==> config.mk <==
export PLATFORM = sky130hd
export DESIGN_NAME = softmax_top
export DESIGN_NICKNAME = d
export VERILOG_FILES = /design/src/softmax_cfg_pkg.sv /design/src/softmax_data_pkg.sv /design/src/softmax_cfg_regs.sv /design/src/softmax_exp2_lane.sv /design/src/softmax_exp_lanes.sv /design/src/softmax_exp_sum.sv /design/src/softmax_max_scan.sv /design/src/softmax_top.sv
export SDC_FILE = /design/constraint.sdc
export NUM_CORES = 2
export LEC_CHECK = 0
export BUFFER_PORTS_ARGS = -buffer_cell sky130_fd_sc_hd__buf_2
export CAP_MARGIN = 10
export CORE_MARGIN = 2
export CORE_UTILIZATION = 56
export DETAILED_ROUTE_END_ITERATION = 8
export MAX_ROUTING_LAYER = met4
export PLACE_DENSITY = 0.84
export SETUP_SLACK_MARGIN = 0.05
export SYNTH_ARGS = -nofsm -noshare
export SYNTH_HDL_FRONTEND = slang
export SYNTH_SLANG_ARGS = --single-unit
==> constraint.sdc <==
create_clock -name clk -period 24.9 [get_ports clk]
set_input_delay 4.98 -clock clk [delete_from_list [all_inputs] [get_ports clk]]
set_output_delay 4.98 -clock clk [all_outputs]
set_load 0.01 [all_outputs]
==> src/softmax_cfg_pkg.sv <==
`default_nettype none

package softmax_cfg_pkg;

	// control state codes
	localparam int STATE_W = 32;
	localparam logic [STATE_W-1:0] STATE_MAX_SCAN = 32'd4;
	localparam logic [STATE_W-1:0] STATE_EXP_STREAM = 32'd5;

	// user config word
	localparam int USR_CFG_W = 12;
	localparam int MASK_EN_BIT = 0;
	localparam int VALID_LEN_LSB = 1;
	localparam int VALID_LEN_W = 9;

	// model config word
	localparam int MODEL_CFG_W = 30;
	localparam int SEQ_LEN_LSB = 20;
	localparam int SEQ_LEN_W = 10;

	// global bus address, word index sits in the low bits
	localparam int GBUS_ADDR_W = 19;
	localparam int WORD_IDX_W = 7;

endpackage

`default_nettype wire

==> src/softmax_data_pkg.sv <==
`default_nettype none

package softmax_data_pkg;

	// stream beat layout
	localparam int LANE_NUM = 16;
	localparam int ELEM_W = 8;

	// element minus row maximum, one extra bit for the sign
	localparam int DIFF_W = ELEM_W + 1;

	// global bus word, four elements per write
	localparam int GBUS_W = 32;
	localparam int GBUS_LANES = GBUS_W / ELEM_W;

	// row sum of exponents
	localparam int SUM_W = 24;

	// 127 * 2^(-j/4) for j = 0..3, index 0 is the lowest field
	localparam logic [3:0][6:0] EXP_MANT = {
		7'd76,
		7'd90,
		7'd107,
		7'd127
	};

	// reset value of the running maximum
	localparam logic signed [ELEM_W-1:0] ELEM_MIN = {1'b1, {(ELEM_W - 1){1'b0}}};

endpackage

`default_nettype wire

==> src/softmax_cfg_regs.sv <==
`timescale 1ns/1ps
`default_nettype none

module softmax_cfg_regs (
	input  logic clk,
	input  logic rst_n,
	input  logic [softmax_cfg_pkg::USR_CFG_W-1:0] usr_cfg,
	input  logic usr_cfg_vld,
	input  logic [softmax_cfg_pkg::MODEL_CFG_W-1:0] model_cfg,
	input  logic model_cfg_vld,
	input  logic [softmax_cfg_pkg::STATE_W-1:0] control_state,
	input  logic control_state_update,
	output logic max_phase,
	output logic exp_phase,
	output logic mask_en,
	output logic [softmax_cfg_pkg::VALID_LEN_W-1:0] valid_len,
	output logic [softmax_cfg_pkg::SEQ_LEN_W-1:0] row_len
);

	logic [softmax_cfg_pkg::USR_CFG_W-1:0] usr_cfg_reg;
	logic [softmax_cfg_pkg::MODEL_CFG_W-1:0] model_cfg_reg;
	logic [softmax_cfg_pkg::STATE_W-1:0] state_reg;
	logic [softmax_cfg_pkg::SEQ_LEN_W-1:0] seq_len;

	always_ff @(posedge clk or negedge rst_n) begin
		if (!rst_n) begin
			usr_cfg_reg <= '0;
			model_cfg_reg <= '0;
			state_reg <= '0;
		end else begin
			if (usr_cfg_vld)
				usr_cfg_reg <= usr_cfg;
			if (model_cfg_vld)
				model_cfg_reg <= model_cfg;
			if (control_state_update)
				state_reg <= control_state;
		end
	end

	assign max_phase = (state_reg == softmax_cfg_pkg::STATE_MAX_SCAN);
	assign exp_phase = (state_reg == softmax_cfg_pkg::STATE_EXP_STREAM);

	assign mask_en = usr_cfg_reg[softmax_cfg_pkg::MASK_EN_BIT];
	assign valid_len = usr_cfg_reg[softmax_cfg_pkg::VALID_LEN_LSB +: softmax_cfg_pkg::VALID_LEN_W];
	assign seq_len = model_cfg_reg[softmax_cfg_pkg::SEQ_LEN_LSB +: softmax_cfg_pkg::SEQ_LEN_W];

	// masked rows end after column valid_len
	assign row_len = mask_en ? (softmax_cfg_pkg::SEQ_LEN_W'(valid_len) + 1'b1) : seq_len;

endmodule

`default_nettype wire

==> src/softmax_exp2_lane.sv <==
`timescale 1ns/1ps
`default_nettype none

module softmax_exp2_lane (
	input  logic clk,
	input  logic rst_n,
	input  logic signed [softmax_data_pkg::ELEM_W-1:0] elem,
	input  logic signed [softmax_data_pkg::ELEM_W-1:0] row_max,
	input  logic load,
	output logic [softmax_data_pkg::ELEM_W-1:0] exp_val
);

	logic signed [softmax_data_pkg::DIFF_W-1:0] diff;
	logic [softmax_data_pkg::DIFF_W-1:0] mag;
	logic [softmax_data_pkg::ELEM_W-1:0] exp_nxt;

	always_ff @(posedge clk or negedge rst_n) begin
		if (!rst_n)
			diff <= '0;
		else if (load)
			diff <= elem - row_max;
	end

	// k = -d, low two bits pick the mantissa, the rest is the shift
	assign mag = -diff;

	always_comb begin
		if (diff > 0)
			exp_nxt = 8'd127;
		else if (mag[softmax_data_pkg::DIFF_W-1:5] != '0)
			exp_nxt = '0;
		else
			exp_nxt = {1'b0, softmax_data_pkg::EXP_MANT[mag[1:0]]} >> mag[4:2];
	end

	always_ff @(posedge clk or negedge rst_n) begin
		if (!rst_n)
			exp_val <= '0;
		else
			exp_val <= exp_nxt;
	end

endmodule

`default_nettype wire

==> src/softmax_exp_lanes.sv <==
`timescale 1ns/1ps
`default_nettype none

module softmax_exp_lanes (
	input  logic clk,
	input  logic rst_n,
	input  logic exp_phase,
	input  logic signed [softmax_data_pkg::ELEM_W-1:0] row_max,
	input  logic [softmax_data_pkg::LANE_NUM*softmax_data_pkg::ELEM_W-1:0] in_bus_data,
	input  logic in_bus_data_vld,
	output logic [softmax_data_pkg::LANE_NUM*softmax_data_pkg::ELEM_W-1:0] out_bus_data,
	output logic out_bus_data_vld
);

	logic [softmax_data_pkg::LANE_NUM*softmax_data_pkg::ELEM_W-1:0] in_data_reg;
	logic in_vld_reg;
	logic diff_vld;

	always_ff @(posedge clk) begin
		if (in_bus_data_vld && exp_phase)
			in_data_reg <= in_bus_data;
	end

	// valid follows the two lane stages, one bit per beat in flight
	always_ff @(posedge clk or negedge rst_n) begin
		if (!rst_n) begin
			in_vld_reg <= 1'b0;
			diff_vld <= 1'b0;
			out_bus_data_vld <= 1'b0;
		end else begin
			in_vld_reg <= in_bus_data_vld & exp_phase;
			diff_vld <= in_vld_reg;
			out_bus_data_vld <= diff_vld;
		end
	end

	for (genvar i = 0; i < softmax_data_pkg::LANE_NUM; i++) begin : g_lane
		softmax_exp2_lane softmax_exp2_lane_inst (
			.clk     (clk),
			.rst_n   (rst_n),
			.elem    (in_data_reg[i * softmax_data_pkg::ELEM_W +: softmax_data_pkg::ELEM_W]),
			.row_max (row_max),
			.load    (in_vld_reg),
			.exp_val (out_bus_data[i * softmax_data_pkg::ELEM_W +: softmax_data_pkg::ELEM_W])
		);
	end

endmodule

`default_nettype wire

==> src/softmax_exp_sum.sv <==
`timescale 1ns/1ps
`default_nettype none

module softmax_exp_sum (
	input  logic clk,
	input  logic rst_n,
	input  logic clear,
	input  logic [softmax_cfg_pkg::SEQ_LEN_W-1:0] row_len,
	input  logic [softmax_data_pkg::LANE_NUM*softmax_data_pkg::ELEM_W-1:0] out_bus_data,
	input  logic out_bus_data_vld,
	output logic [softmax_data_pkg::SUM_W-1:0] exp_sum,
	output logic exp_sum_vld
);

	logic [softmax_cfg_pkg::SEQ_LEN_W-1:0] elem_cnt;
	logic [softmax_cfg_pkg::SEQ_LEN_W-1:0] cnt_nxt;
	logic done;
	logic last_hit;
	logic [softmax_data_pkg::SUM_W-1:0] acc;
	logic [softmax_data_pkg::SUM_W-1:0] beat_sum;
	logic beat_take;

	assign beat_take = out_bus_data_vld & ~done;

	// lanes in order, nothing past the last lane is counted or summed
	always_comb begin
		cnt_nxt = elem_cnt;
		beat_sum = '0;
		last_hit = 1'b0;
		for (int i = 0; i < softmax_data_pkg::LANE_NUM; i++) begin
			if (!last_hit) begin
				cnt_nxt = cnt_nxt + 1'b1;
				beat_sum = beat_sum + softmax_data_pkg::SUM_W'(
					out_bus_data[i * softmax_data_pkg::ELEM_W +: softmax_data_pkg::ELEM_W]);
				if (cnt_nxt == row_len)
					last_hit = 1'b1;
			end
		end
	end

	always_ff @(posedge clk or negedge rst_n) begin
		if (!rst_n) begin
			elem_cnt <= '0;
			done <= 1'b0;
			acc <= '0;
			exp_sum <= '0;
			exp_sum_vld <= 1'b0;
		end else if (clear) begin
			elem_cnt <= '0;
			done <= 1'b0;
			acc <= '0;
			exp_sum_vld <= 1'b0;
		end else begin
			exp_sum_vld <= beat_take & last_hit;
			if (beat_take) begin
				elem_cnt <= cnt_nxt;
				acc <= acc + beat_sum;
				done <= last_hit;
				// total includes the beat holding the last lane
				if (last_hit)
					exp_sum <= acc + beat_sum;
			end
		end
	end

endmodule

`default_nettype wire

==> src/softmax_max_scan.sv <==
`timescale 1ns/1ps
`default_nettype none

module softmax_max_scan (
	input  logic clk,
	input  logic rst_n,
	input  logic clear,
	input  logic max_phase,
	input  logic mask_en,
	input  logic [softmax_cfg_pkg::VALID_LEN_W-1:0] valid_len,
	input  logic gbus_wen,
	input  logic [softmax_data_pkg::GBUS_W-1:0] gbus_wdata,
	input  logic [softmax_cfg_pkg::GBUS_ADDR_W-1:0] gbus_addr,
	output logic signed [softmax_data_pkg::ELEM_W-1:0] row_max
);

	logic wr_vld;
	logic [softmax_data_pkg::GBUS_W-1:0] wr_data;
	logic [softmax_cfg_pkg::WORD_IDX_W-1:0] wr_idx;
	logic signed [softmax_data_pkg::ELEM_W-1:0] max_nxt;

	always_ff @(posedge clk or negedge rst_n) begin
		if (!rst_n)
			wr_vld <= 1'b0;
		else
			wr_vld <= gbus_wen & max_phase;
	end

	always_ff @(posedge clk) begin
		if (gbus_wen && max_phase) begin
			wr_data <= gbus_wdata;
			wr_idx <= gbus_addr[softmax_cfg_pkg::WORD_IDX_W-1:0];
		end
	end

	// fold the four elements of the word, skipping masked columns
	always_comb begin
		logic signed [softmax_data_pkg::ELEM_W-1:0] elem;
		logic [softmax_cfg_pkg::WORD_IDX_W+1:0] col;
		max_nxt = row_max;
		for (int i = 0; i < softmax_data_pkg::GBUS_LANES; i++) begin
			elem = wr_data[i * softmax_data_pkg::ELEM_W +: softmax_data_pkg::ELEM_W];
			col = {wr_idx, i[1:0]};
			if ((!mask_en || col <= valid_len) && elem > max_nxt)
				max_nxt = elem;
		end
	end

	always_ff @(posedge clk or negedge rst_n) begin
		if (!rst_n)
			row_max <= softmax_data_pkg::ELEM_MIN;
		else if (clear)
			row_max <= softmax_data_pkg::ELEM_MIN;
		else if (wr_vld)
			row_max <= max_nxt;
	end

endmodule

`default_nettype wire

==> src/softmax_top.sv <==
`timescale 1ns/1ps
`default_nettype none

module softmax_top (
	input  logic clk,
	input  logic rst_n,
	input  logic [11:0] usr_cfg,
	input  logic usr_cfg_vld,
	input  logic [29:0] model_cfg,
	input  logic model_cfg_vld,
	input  logic [31:0] control_state,
	input  logic control_state_update,
	input  logic gbus_wen,
	input  logic [31:0] gbus_wdata,
	input  logic [18:0] gbus_addr,
	input  logic [127:0] in_bus_data,
	input  logic in_bus_data_vld,
	input  logic clear,
	output logic [127:0] out_bus_data,
	output logic out_bus_data_vld,
	output logic [23:0] exp_sum,
	output logic exp_sum_vld
);

	logic max_phase;
	logic exp_phase;
	logic mask_en;
	logic [8:0] valid_len;
	logic [9:0] row_len;
	logic signed [7:0] row_max;

	softmax_cfg_regs softmax_cfg_regs_inst (
		.clk                  (clk),
		.rst_n                (rst_n),
		.usr_cfg              (usr_cfg),
		.usr_cfg_vld          (usr_cfg_vld),
		.model_cfg            (model_cfg),
		.model_cfg_vld        (model_cfg_vld),
		.control_state        (control_state),
		.control_state_update (control_state_update),
		.max_phase            (max_phase),
		.exp_phase            (exp_phase),
		.mask_en              (mask_en),
		.valid_len            (valid_len),
		.row_len              (row_len)
	);

	softmax_max_scan softmax_max_scan_inst (
		.clk        (clk),
		.rst_n      (rst_n),
		.clear      (clear),
		.max_phase  (max_phase),
		.mask_en    (mask_en),
		.valid_len  (valid_len),
		.gbus_wen   (gbus_wen),
		.gbus_wdata (gbus_wdata),
		.gbus_addr  (gbus_addr),
		.row_max    (row_max)
	);

	softmax_exp_lanes softmax_exp_lanes_inst (
		.clk              (clk),
		.rst_n            (rst_n),
		.exp_phase        (exp_phase),
		.row_max          (row_max),
		.in_bus_data      (in_bus_data),
		.in_bus_data_vld  (in_bus_data_vld),
		.out_bus_data     (out_bus_data),
		.out_bus_data_vld (out_bus_data_vld)
	);

	softmax_exp_sum softmax_exp_sum_inst (
		.clk              (clk),
		.rst_n            (rst_n),
		.clear            (clear),
		.row_len          (row_len),
		.out_bus_data     (out_bus_data),
		.out_bus_data_vld (out_bus_data_vld),
		.exp_sum          (exp_sum),
		.exp_sum_vld      (exp_sum_vld)
	);

endmodule

`default_nettype wire

==> results.cfg <==
[worst_setup_path]
endpoint = softmax_exp_sum_inst.exp_sum[23]$_DFFE_PN0P_
cpPeakStageDelay_ns = 0.60
startpoint = softmax_exp_sum_inst.elem_cnt[0]$_DFFE_PN0P_
path_class = flip-flop to flip-flop
cp-start-kind = flip-flop
crit_slowest_cell = or4_1
r2r_start = softmax_exp_sum_inst.elem_cnt[0]$_DFFE_PN0P_
critPathMaxFanout = 16
arrival_ns = 24.10
end_kind = flip-flop
timing.rr.end = softmax_exp_sum_inst.exp_sum[23]$_DFFE_PN0P_
r2r_slack_ns = 1.31
required_ns = 25.41
worstRegToRegCells = 106

[global_routing]
track_usage_pct = 33.2
grt_pass1_vias = 43900
gr-total-overflow = 0
grt_pass1_wl_um = 233000
antenna_found_initial = 10
grt_max_degree = 138

[timing]
max_freq_mhz = 42.4
slew_viol_final = 0
fin_tns_setup_ns = 0
finalSetupViolations = 0
period_minus_slack_ns = 23.59
skew_ns = 0.0228
period_share_pct = 94.7
hold_viol_final = 0
worstMarginPinSlew_ns = 1.13
slew_headroom_pct = 23.6
rsz0062_at_grt = false

[drt]
vias_per_cell = 6.18
wl_per_cell_um = 20.3
drcViolationCount = 0
via_count = 45200
drtPass1Iterations = 6
drt-initial-drc-count = 4307
ant_nets = 0
drt_wl_total_um = 149000

[die]
ioPinCount = 415
num_rows = 108
die-width_um = 300
start_util_pct = 56.4
die-area_um2 = 89800
fp.dieH_um = 300
core_area_um2 = 86800

[clocking]
clk_pin_slew_ns = 0.07
clock-root-buffer = clkbuf_16
htreeDepth = 2
clk_latency_ns = 0.64
clock_path_buffers = 3
ctsHoldBuffers = 0
cts_sinks = 547
cts_tree = built
numCtsBuffers = 58

[synthesis]
ys_ff_latch = 547
syn_area_um2 = 48900
avgSynthCellArea_um2 = 8.88
yosys_warnings = 0
ys.flop_type = dfrtp_1
seq_area_frac_synth_pct = 29.7
synthCells = 5513
async_reset_ff_share_pct = 69.5
synth-edff-count = 167
synthDistinctLibCells = 136

[finish]
final_nets = 6764
largest_reg_flops = 144
mostFrequentLayoutCells = nand2_1, nor2_1, buf_4
drive_above_1_share_pct = 19.6
syn_to_final_growth_pct = 15.3
layout_commonest_cell = nand2_1

[flow_run]
cap_violations = 0

[outcome]
status = finished clean

[hold_path]
hold_path_class = flip-flop to flip-flop
holdCritStartpoint = softmax_exp_lanes_inst.diff_vld$_DFF_PN0_

[placed_design]
io_buffers = 364
hpwlAfterDp_um = 113000
gp_congestion = 1.02
layer usage:
layer / wire length (um) / track usage (%) / share of wire (%)
met5: 0 / - / 0
met4: 7680 / 15.1 / 5.2
met3: 12700 / 6.38 / 8.5
met2: 67600 / 52.1 / 45
met1: 60600 / 41.7 / 41
cell type report:
| cell class | instances | area [um2] |
|---|---|---|
| antenna | 8 | 20.0 |
| clock buffer | 82 | 1750 |
| clock inverter | 26 | 350 |
| fill | 6885 | 30300 |
| inverter | 253 | 950 |
| multi-input combinational | 4498 | 32600 |
| sequential | 547 | 14500 |
| tap | 1155 | 1450 |
| timing repair buffer | 748 | 4740 |
how the worst min path moves through the flow:
| stage | to | slack [ns] | depth (start not counted) |
|---|---|---|---|
| global placement | softmax_exp_lanes_inst.out_bus_data_vld$_DFF_PN0_ | 0.33 | 0 |
| floorplan | softmax_exp_lanes_inst.out_bus_data_vld$_DFF_PN0_ | 0.33 | 0 |
| finish | softmax_exp_lanes_inst.out_bus_data_vld$_DFF_PN0_ | 0.35 | 0 |
| detailed placement | softmax_exp_lanes_inst.out_bus_data_vld$_DFF_PN0_ | 0.34 | 0 |
| CTS | softmax_exp_lanes_inst.out_bus_data_vld$_DFF_PN0_ | 0.35 | 0 |
| global route | softmax_exp_lanes_inst.out_bus_data_vld$_DFF_PN0_ | 0.36 | 0 |
repair_timing:
action                                  in CTS  in global routing
endpoints found under the hold margin        0                  0
gates resized for setup                      0                 15
buffers inserted                             0                  5
endpoints found under the setup margin       0                 12
cell usage after synthesis (70+ instances only):
cell type  instances  area [um2]
clkbuf_1         133         499
nand2_1          485        1820
nor2b_1           79         494
xnor2_1          343        3000
o21bai_1          88         661
edfxtp_1         167        5010
a21oi_1          340        1700
xor2_1           211        1850
nor3_1           151         756
ha_1             365        4570
dfrtp_1          379        9480
mux2_2           172        1940
inv_1            251         942
mux2i_1           70         701
nand3_1          129         646
a21o_1           166        1250
nor2_1           415        1560
o21ai_0          281        1410
nand2b_1          86         538
cell families (layout without fill, tap and decap cells):
| kind of cell | after synthesis | in the layout | share of synthesized area [%] |
|---|---|---|---|
| compound gates | 1490 | 1490 | 20.9 |
| xor+xnor | 581 | 581 | 11.1 |
| other cells | 1 | 33 | 0.00766 |
| flops | 547 | 547 | 29.7 |
| buf+inv | 492 | 1109 | 4.08 |
| fa+ha+maj | 397 | 397 | 10.6 |
| mux | 251 | 251 | 5.63 |
| simple gates | 1754 | 1754 | 18.0 |
critical path, delay by kind of cell, from the launching register on:
kind	cells	cell delay, ns
multiplexers	3	1.05
adder cells (fa/ha/maj)	8	2.37
AND/OR/NAND/NOR	34	7.98
XOR/XNOR	6	1.50
AO/OA/AOI/OAI	44	7.80
buffers and inverters	11	2.05
flip-flops	1	0.59
per-stage QoR:
stage	std cells	util (%)	worst slack [ns]	cell area [um2]	hold slack, ns
6_report	7317	65.0	1.31	56400	0.348
5_1_grt	7317	65.0	0.0418	56400	0.356
4_1_cts	7304	64.9	1.05	56300	0.350
3_5_place_dp	7196	62.5	1.31	54200	0.336
3_3_place_gp	7196	62.5	1.68	54200	0.334
2_1_floorplan	5537	-	0.0933	49100	0.331
Power is left out: the tool's default activity adds up to more than one toggle a clock period on the data nets, which glitch-free logic cannot reach.
